### src/verilog/fetch_pkg.sv
package fetch_pkg;

    // instruction address
    typedef logic [31:0] addr_t;

    // raw instruction word
    typedef logic [31:0] inst_t;

    // one fetch id per issued request
    typedef logic [7:0] iid_t;

    // fetch control states
    typedef enum logic [1:0] {
        IDLE,
        WAIT_RESP,
        DISCARD
    } fetch_state_t;

    // first fetch after reset
    localparam addr_t RESET_ADDR = 32'h0000_0100;

    // entries in the fetch queue
    localparam int QUEUE_DEPTH = 8;

    // predictor index over address bits 7:2
    localparam int BHT_INDEX_BITS = 6;

    // rv32 opcodes seen by predecode
    localparam logic [6:0] JAL_OP = 7'b1101111;
    localparam logic [6:0] BR_OP  = 7'b1100011;

endpackage
### src/verilog/fetch_unit.sv
`timescale 1ns/1ns

module fetch_unit
    import fetch_pkg::*;
(
    input  logic  clk,
    input  logic  arst_n,

    output logic  mem_req_valid,
    input  logic  mem_req_ready,
    output addr_t mem_req_addr,
    input  logic  mem_resp_valid,
    input  inst_t mem_resp_data,

    output logic  out_valid,
    input  logic  out_ready,
    output addr_t out_addr,
    output inst_t out_inst,
    output iid_t  out_id,

    input  logic  redirect_valid,
    input  addr_t redirect_addr,

    input  logic  br_update_valid,
    input  addr_t br_update_pc,
    input  logic  br_update_taken
);

    logic  q_full;
    logic  q_kill;
    logic  q_wvalid;
    addr_t q_waddr;
    inst_t q_winst;
    iid_t  q_wid;
    addr_t pred_pc;
    logic  pred_taken;

    logic [$bits(addr_t)+$bits(inst_t)+$bits(iid_t)-1:0] q_wdata;
    logic [$bits(addr_t)+$bits(inst_t)+$bits(iid_t)-1:0] q_rdata;

    // queue entry is {addr, inst, id}
    assign q_wdata = {q_waddr, q_winst, q_wid};
    assign {out_addr, out_inst, out_id} = q_rdata;

    fetch_control fetch_control_i (
        .clk            (clk),
        .arst_n         (arst_n),
        .mem_req_valid  (mem_req_valid),
        .mem_req_ready  (mem_req_ready),
        .mem_req_addr   (mem_req_addr),
        .mem_resp_valid (mem_resp_valid),
        .mem_resp_data  (mem_resp_data),
        .redirect_valid (redirect_valid),
        .redirect_addr  (redirect_addr),
        .q_full         (q_full),
        .q_kill         (q_kill),
        .q_wvalid       (q_wvalid),
        .q_waddr        (q_waddr),
        .q_winst        (q_winst),
        .q_wid          (q_wid),
        .pred_pc        (pred_pc),
        .pred_taken     (pred_taken)
    );

    sync_queue #(
        .WIDTH ($bits(addr_t) + $bits(inst_t) + $bits(iid_t)),
        .DEPTH (QUEUE_DEPTH)
    ) sync_queue_i (
        .clk    (clk),
        .arst_n (arst_n),
        .kill   (q_kill),
        .wvalid (q_wvalid),
        .wdata  (q_wdata),
        .full   (q_full),
        .rready (out_ready),
        .rvalid (out_valid),
        .rdata  (q_rdata)
    );

    branch_history_table branch_history_table_i (
        .clk          (clk),
        .arst_n       (arst_n),
        .pred_pc      (pred_pc),
        .pred_taken   (pred_taken),
        .update_valid (br_update_valid),
        .update_pc    (br_update_pc),
        .update_taken (br_update_taken)
    );

endmodule

### src/verilog/fetch_control.sv
`timescale 1ns/1ns

module fetch_control
    import fetch_pkg::*;
(
    input  logic  clk,
    input  logic  arst_n,

    // instruction memory
    output logic  mem_req_valid,
    input  logic  mem_req_ready,
    output addr_t mem_req_addr,
    input  logic  mem_resp_valid,
    input  inst_t mem_resp_data,

    // redirect from execute
    input  logic  redirect_valid,
    input  addr_t redirect_addr,

    // fetch queue write side
    input  logic  q_full,
    output logic  q_kill,
    output logic  q_wvalid,
    output addr_t q_waddr,
    output inst_t q_winst,
    output iid_t  q_wid,

    // branch predictor
    output addr_t pred_pc,
    input  logic  pred_taken
);

    fetch_state_t state;

    addr_t fetch_pc;
    addr_t req_addr;
    iid_t  req_id;
    iid_t  id_cnt;

    // response parked when it lands on a full queue
    logic  hold_valid;
    addr_t hold_addr;
    inst_t hold_inst;
    iid_t  hold_id;

    logic       resp_accept;
    logic       req_fire;
    logic [6:0] opcode;
    logic       is_jal;
    logic       is_br;
    addr_t      imm_j;
    addr_t      imm_b;
    addr_t      next_addr;

    assign resp_accept = state == WAIT_RESP && mem_resp_valid && !redirect_valid;
    assign req_fire    = mem_req_valid && mem_req_ready;

    // predecode of the word coming back
    assign opcode = mem_resp_data[6:0];
    assign is_jal = opcode == JAL_OP;
    assign is_br  = opcode == BR_OP;

    assign imm_j = {{12{mem_resp_data[31]}}, mem_resp_data[19:12], mem_resp_data[20],
                    mem_resp_data[30:21], 1'b0};
    assign imm_b = {{20{mem_resp_data[31]}}, mem_resp_data[7], mem_resp_data[30:25],
                    mem_resp_data[11:8], 1'b0};

    // predictor looks up the address being returned
    assign pred_pc = req_addr;

    assign next_addr = is_jal              ? req_addr + imm_j :
                       is_br && pred_taken ? req_addr + imm_b :
                                             req_addr + 32'd4;

    // back to back issue only in the response cycle
    assign mem_req_valid = !redirect_valid && !q_full && !hold_valid &&
                           (state == IDLE || (state == WAIT_RESP && mem_resp_valid));
    assign mem_req_addr  = (state == WAIT_RESP) ? next_addr : fetch_pc;

    assign q_kill   = redirect_valid;
    assign q_wvalid = !q_full && (hold_valid || resp_accept);
    assign q_waddr  = hold_valid ? hold_addr : req_addr;
    assign q_winst  = hold_valid ? hold_inst : mem_resp_data;
    assign q_wid    = hold_valid ? hold_id : req_id;

    always_ff @(posedge clk or negedge arst_n) begin
        if (!arst_n) begin
            state      <= IDLE;
            fetch_pc   <= RESET_ADDR;
            id_cnt     <= '0;
            hold_valid <= 1'b0;
        end else if (redirect_valid) begin
            fetch_pc   <= redirect_addr;
            hold_valid <= 1'b0;
            // a read still out there must be dropped
            if (state != IDLE && !mem_resp_valid) begin
                state <= DISCARD;
            end else begin
                state <= IDLE;
            end
        end else begin
            if (req_fire) begin
                id_cnt <= id_cnt + 1'b1;
            end

            if (hold_valid && !q_full) begin
                hold_valid <= 1'b0;
            end else if (resp_accept && q_full) begin
                hold_valid <= 1'b1;
            end

            case (state)
                IDLE: begin
                    if (req_fire) begin
                        state <= WAIT_RESP;
                    end
                end
                WAIT_RESP: begin
                    if (mem_resp_valid && !req_fire) begin
                        state    <= IDLE;
                        fetch_pc <= next_addr;
                    end
                end
                DISCARD: begin
                    if (mem_resp_valid) begin
                        state <= IDLE;
                    end
                end
                default: state <= IDLE;
            endcase
        end
    end

    // request and parked response payload
    always_ff @(posedge clk) begin
        if (req_fire) begin
            req_addr <= mem_req_addr;
            req_id   <= id_cnt;
        end
        if (resp_accept && q_full) begin
            hold_addr <= req_addr;
            hold_inst <= mem_resp_data;
            hold_id   <= req_id;
        end
    end

    // a parked response means no read is in flight
    a_parked_when_idle: assert property (
        @(posedge clk) disable iff (!arst_n)
        hold_valid |-> state == IDLE
    ) else $error("fetch_control: read in flight while a response is parked");

    a_resp_expected: assert property (
        @(posedge clk) disable iff (!arst_n)
        mem_resp_valid |-> state != IDLE
    ) else $error("fetch_control: response with no read outstanding");

endmodule

### src/verilog/branch_history_table.sv
`timescale 1ns/1ns

module branch_history_table
    import fetch_pkg::*;
(
    input  logic  clk,
    input  logic  arst_n,

    // combinational predict side
    input  addr_t pred_pc,
    output logic  pred_taken,

    // training from execute
    input  logic  update_valid,
    input  addr_t update_pc,
    input  logic  update_taken
);

    logic [1:0]                ctr [2**BHT_INDEX_BITS];
    logic [BHT_INDEX_BITS-1:0] pred_idx;
    logic [BHT_INDEX_BITS-1:0] upd_idx;
    logic [1:0]                upd_ctr;

    // word aligned, so skip bits 1:0
    assign pred_idx = pred_pc[BHT_INDEX_BITS+1:2];
    assign upd_idx  = update_pc[BHT_INDEX_BITS+1:2];

    assign pred_taken = ctr[pred_idx][1];
    assign upd_ctr    = ctr[upd_idx];

    always_ff @(posedge clk or negedge arst_n) begin
        if (!arst_n) begin
            // weakly not-taken
            for (int i = 0; i < 2**BHT_INDEX_BITS; i++) begin
                ctr[i] <= 2'b01;
            end
        end else if (update_valid) begin
            if (update_taken) begin
                if (upd_ctr != 2'b11) begin
                    ctr[upd_idx] <= upd_ctr + 2'b01;
                end
            end else begin
                if (upd_ctr != 2'b00) begin
                    ctr[upd_idx] <= upd_ctr - 2'b01;
                end
            end
        end
    end

endmodule

### src/verilog/sync_queue.sv
`timescale 1ns/1ns

module sync_queue #(
    parameter int WIDTH = 32,
    parameter int DEPTH = 8
) (
    input  logic             clk,
    input  logic             arst_n,

    input  logic             kill,

    input  logic             wvalid,
    input  logic [WIDTH-1:0] wdata,
    output logic             full,

    input  logic             rready,
    output logic             rvalid,
    output logic [WIDTH-1:0] rdata
);

    logic [WIDTH-1:0]           mem [DEPTH];
    logic [$clog2(DEPTH)-1:0]   wr_ptr;
    logic [$clog2(DEPTH)-1:0]   rd_ptr;
    logic [$clog2(DEPTH+1)-1:0] count;
    logic                       wr_en;
    logic                       rd_en;

    assign full   = count == DEPTH;
    assign rvalid = count != 0;
    assign rdata  = mem[rd_ptr];

    assign wr_en = wvalid && !full;
    assign rd_en = rready && rvalid;

    // entry storage
    always_ff @(posedge clk) begin
        if (wr_en && !kill) begin
            mem[wr_ptr] <= wdata;
        end
    end

    always_ff @(posedge clk or negedge arst_n) begin
        if (!arst_n) begin
            wr_ptr <= '0;
            rd_ptr <= '0;
            count  <= '0;
        end else if (kill) begin
            // flush drops everything queued
            wr_ptr <= '0;
            rd_ptr <= '0;
            count  <= '0;
        end else begin
            if (wr_en) begin
                wr_ptr <= (wr_ptr == DEPTH - 1) ? '0 : wr_ptr + 1'b1;
            end
            if (rd_en) begin
                rd_ptr <= (rd_ptr == DEPTH - 1) ? '0 : rd_ptr + 1'b1;
            end
            case ({wr_en, rd_en})
                2'b10:   count <= count + 1'b1;
                2'b01:   count <= count - 1'b1;
                default: count <= count;
            endcase
        end
    end

    // producer must hold off once the queue is full
    a_no_write_when_full: assert property (
        @(posedge clk) disable iff (!arst_n)
        wvalid && full |-> kill
    ) else $error("sync_queue: write while full");

endmodule

### config.mk
export PLATFORM = sky130hd
export DESIGN_NAME = fetch_unit
export DESIGN_NICKNAME = d
export VERILOG_FILES = /design/src/verilog/fetch_pkg.sv /design/src/verilog/fetch_unit.sv /design/src/verilog/fetch_control.sv /design/src/verilog/branch_history_table.sv /design/src/verilog/sync_queue.sv
export SDC_FILE = /design/constraint.sdc
export NUM_CORES = 1
export LEC_CHECK = 0
export BUFFER_PORTS_ARGS = -buffer_cell sky130_fd_sc_hd__clkbuf_2
export CORE_MARGIN = 2
export CORE_UTILIZATION = 56
export CTS_CLUSTER_SIZE = 40
export DETAILED_ROUTE_END_ITERATION = 12
export GPL_ROUTABILITY_DRIVEN = 0
export PLACE_DENSITY = 0.74
export REMOVE_ABC_BUFFERS = 1
export SETUP_SLACK_MARGIN = 0.5
export SLEW_MARGIN = 15
export SYNTH_ARGS = -nofsm -noshare
export SYNTH_HDL_FRONTEND = slang
export SYNTH_SLANG_ARGS = --single-unit
### constraint.sdc
create_clock -name clk -period 16.8 [get_ports clk]
set_input_delay 0 -clock clk [delete_from_list [all_inputs] [get_ports clk]]
set_output_delay 0 -clock clk [all_outputs]
set_load 0.005 [all_outputs]
==> results_dict.tcl <==
set metrics [dict create \
    fin_setup_tns_ns 0 \
    design_area_um2 44150 \
    vias 24091 \
    clock_skew_ns 0.04708 \
    maxSlewViolCount 0 \
    die_h_um 266.8 \
    syn_to_final_growth_pct 14.18 \
    synth-edff-count 688 \
    htreeDepth 3 \
    grt_pass1_vias 24317 \
    startpoint_type "flip-flop" \
    fin_crit_sh_pct 29.08 \
    synth_top_cell_area_share_pct 53.42 \
    stdcell_count 3720 \
    drtIter0Drc 2178 \
    setup_slack_ns 11.91 \
    fin_hold_ws_ns 0.01695 \
    grt_max_degree 97 \
    overflow 0 \
    status "finished clean" \
    post_cts_resized 0 \
    yosys.area.top_type "edfxtp_1" \
    dp_hpwl_um 57630 \
    groute.usage.overall_pct 26.88 \
    synthTopCellsByArea "edfxtp_1, mux4_2, dfrtp_1" \
    numCtsBuffers 87 \
    drcViolationCount 0 \
    synth_area_per_cell_um2 15.38 \
    vdd_drop_max_v 0.00008663 \
    synth_area_um2 38670 \
    io_buffers 183 \
    finalPower_mw 5.596 \
    start_util_pct 56.48 \
    wl_per_cell_um 25.50 \
    drt-total-wl_um 94870 \
    synthFlopType "edfxtp_1" \
    synthArstFlopShare_pct 20.83 \
    core_area_um2 68470 \
    synth-warning-count 0 \
    fillers 4721 \
    finalSetupViolCount 0 \
    p_leak_nw 15.44 \
    period_needed_ns 4.885 \
    hold_class "in2async" \
    cts_root_buf "clkbuf_16" \
    tightest_slew_ns 1.134 \
    syn_inst 2514 \
    die-width_um 266.8 \
    clock_sinks 869 \
    path_class "reg2out" \
    cts.clk_slew.worst_paths_ns 0.06 \
    power_density_nw_per_um2 126.7 \
    fin_nets 2923 \
    synth_cell_types 77 \
    die_area_um2 71170 \
    clk_latency_ns 0.66 \
    cp.required_ns 16.80 \
    cts_hold_buf 74 \
    io_pins 210 \
    drive_gt1_share_pct 28.96 \
    fin_util_pct 64.49 \
    relSlewSlack_pct 24.19 \
    max_freq_ghz 0.2047 \
    path_max_fanout 23 \
    rsz0062_at_grt "false" \
    hold_viol_final 0 \
    postPlaceCellArea_um2 40530 \
    post_cts_buffers 0 \
    ant_nets 0 \
    row_count 96 \
    clockBufferDepth 3 \
    maxCapViolations 0 \
    place_ws_ns 12.20 \
    yosysSeqAreaShare_pct 65.35 \
    placed_cells 3482 \
    critPathCaptureType "output port" \
    ys_ff_latch 869 \
    arrival_ns 4.89 \
    grt_pass1_wl_um 144400 \
    cts_tree "yes" \
    first_pass_iters 8 \
    post_drt_via_cell_ratio 6.476 \
    antenna_found_initial 4 \
]
[kinds of logic after synthesis]
logic type,count (synthesis),share of synthesized area (%)
DFF,869,65.35
buffers and inverters,165,1.776
muxes,385,15.81
adders and majority gates,56,1.870
and+or+nand+nor,487,5.646
AOI/OAI and AO/OA,494,8.237
xor gates and xnor gates,58,1.314
[report_power, final]
part	leakage [nW]	internal, mW	total, mW	switching, mW
clock network	1.41	1.11	1.94	0.831
logic	5.68	0.497	1.07	0.573
registers	8.35	2.48	2.59	0.110
total	15.4	4.08	5.60	1.51
[cell usage after synthesis, types with 5 or more instances]
master     count
a211o_1        6
a211oi_1      23
a21o_1        18
a21oi_1       80
a221oi_1      14
a22o_1        17
a22oi_1       72
a31oi_1       26
and2_1         5
and3_1        15
buf_1         22
buf_2          8
clkbuf_1      99
dfrtp_1      116
dfstp_2       65
edfxtp_1     688
ha_1          53
inv_1         25
mux2_2       206
mux2i_1       21
mux4_1         7
mux4_2       151
nand2_1      254
nand2b_1      15
nand3_1       31
nand4_1       24
nor2_1        82
nor3_1        23
nor3b_1        6
o2111ai_1      5
o211ai_1      15
o21a_1         5
o21ai_0      133
o21ai_1       21
o21bai_1       7
o22ai_1       14
o31ai_1        7
or2_2          9
xnor2_1       32
xor2_1        26
[critical path, stage by stage, from the launching register on]
cell	delay, ns
edfxtp_1	0.33
buf_4	0.40
inv_1	0.21
fa_1	0.46
nand2b_1	0.20
a21oi_1	0.37
o2111ai_1	0.25
a211oi_1	0.57
o21ai_0	0.26
a21oi_1	0.24
o31ai_1	0.09
a211oi_1	0.42
o21ai_0	0.20
clkbuf_2	0.22
[sequential cells by signal, summed over array words and instances, names as in the netlist, 32 cells and up, named ones only]
register / count
fetch_control_i.fetch_pc: 32
fetch_control_i.hold_addr: 32
sync_queue_i.mem: 576
fetch_control_i.pred_pc: 32
fetch_control_i.hold_inst: 32
branch_history_table_i.ctr: 64
[layout by cell type, fill, tap and decap left out, types with 15 or more instances in the layout]
| cell type | n |
|---|---|
| a22oi_1 | 72 |
| a211oi_1 | 23 |
| dfstp_2 | 65 |
| o21ai_0 | 133 |
| clkbuf_2 | 182 |
| a21oi_1 | 80 |
| dfrtp_1 | 112 |
| clkbuf_1 | 16 |
| nand4_1 | 24 |
| clkbuf_16 | 87 |
| o211ai_1 | 15 |
| nor2_1 | 75 |
| a22o_1 | 17 |
| and3_1 | 15 |
| mux2i_1 | 21 |
| mux2_2 | 206 |
| buf_4 | 42 |
| nand3_1 | 31 |
| clkinv_2 | 24 |
| edfxtp_1 | 688 |
| xnor2_1 | 31 |
| dlygate4sd3_1 | 74 |
| nor3_1 | 19 |
| a31oi_1 | 26 |
| mux4_2 | 151 |
| nand2_1 | 254 |
| inv_1 | 24 |
| o21ai_1 | 21 |
| ha_1 | 53 |
| a21o_1 | 18 |
| xor2_1 | 26 |
[layer usage]
metal | track usage (%) | routed length [um]
met5 | 0 | 11
met4 | 10.13 | 3012
met3 | 4.161 | 7402
met2 | 44.54 | 46810
met1 | 36.29 | 37630
[path summary, 6_finish.rpt]
kind                                       startpoint                             end  slack (ns)  depth (start not counted)
max                        fetch_control_i.pred_pc[2]                mem_req_addr[27]       11.91                         13
min                                            arst_n  branch_history_table_i.ctr[45]        0.02                          2
max reg2reg                fetch_control_i.hold_valid    fetch_control_i.fetch_pc[29]       12.16                          9
min reg2reg                 fetch_control_i.req_id[0]      fetch_control_i.hold_id[0]        0.44                          0
max in group asynchronous                      arst_n   branch_history_table_i.ctr[5]       15.17                          3
min in group clk                      br_update_pc[4]                       flip-flop        0.05                          5
[layout make-up]
type	count	area [um^2]	area share, %
Sequential cell	869	25290	57.27
Multi-Input combinational cell	1480	12810	29.01
Clock buffer	107	2292	5.191
Timing Repair Buffer	299	1978	4.480
Tap cell	882	1104	2.499
Clock inverter	54	580.6	1.315
Inverter	26	97.59	0.2210
Antenna cell	3	7.507	0.01700
Power figures use the tool's default switching activity.
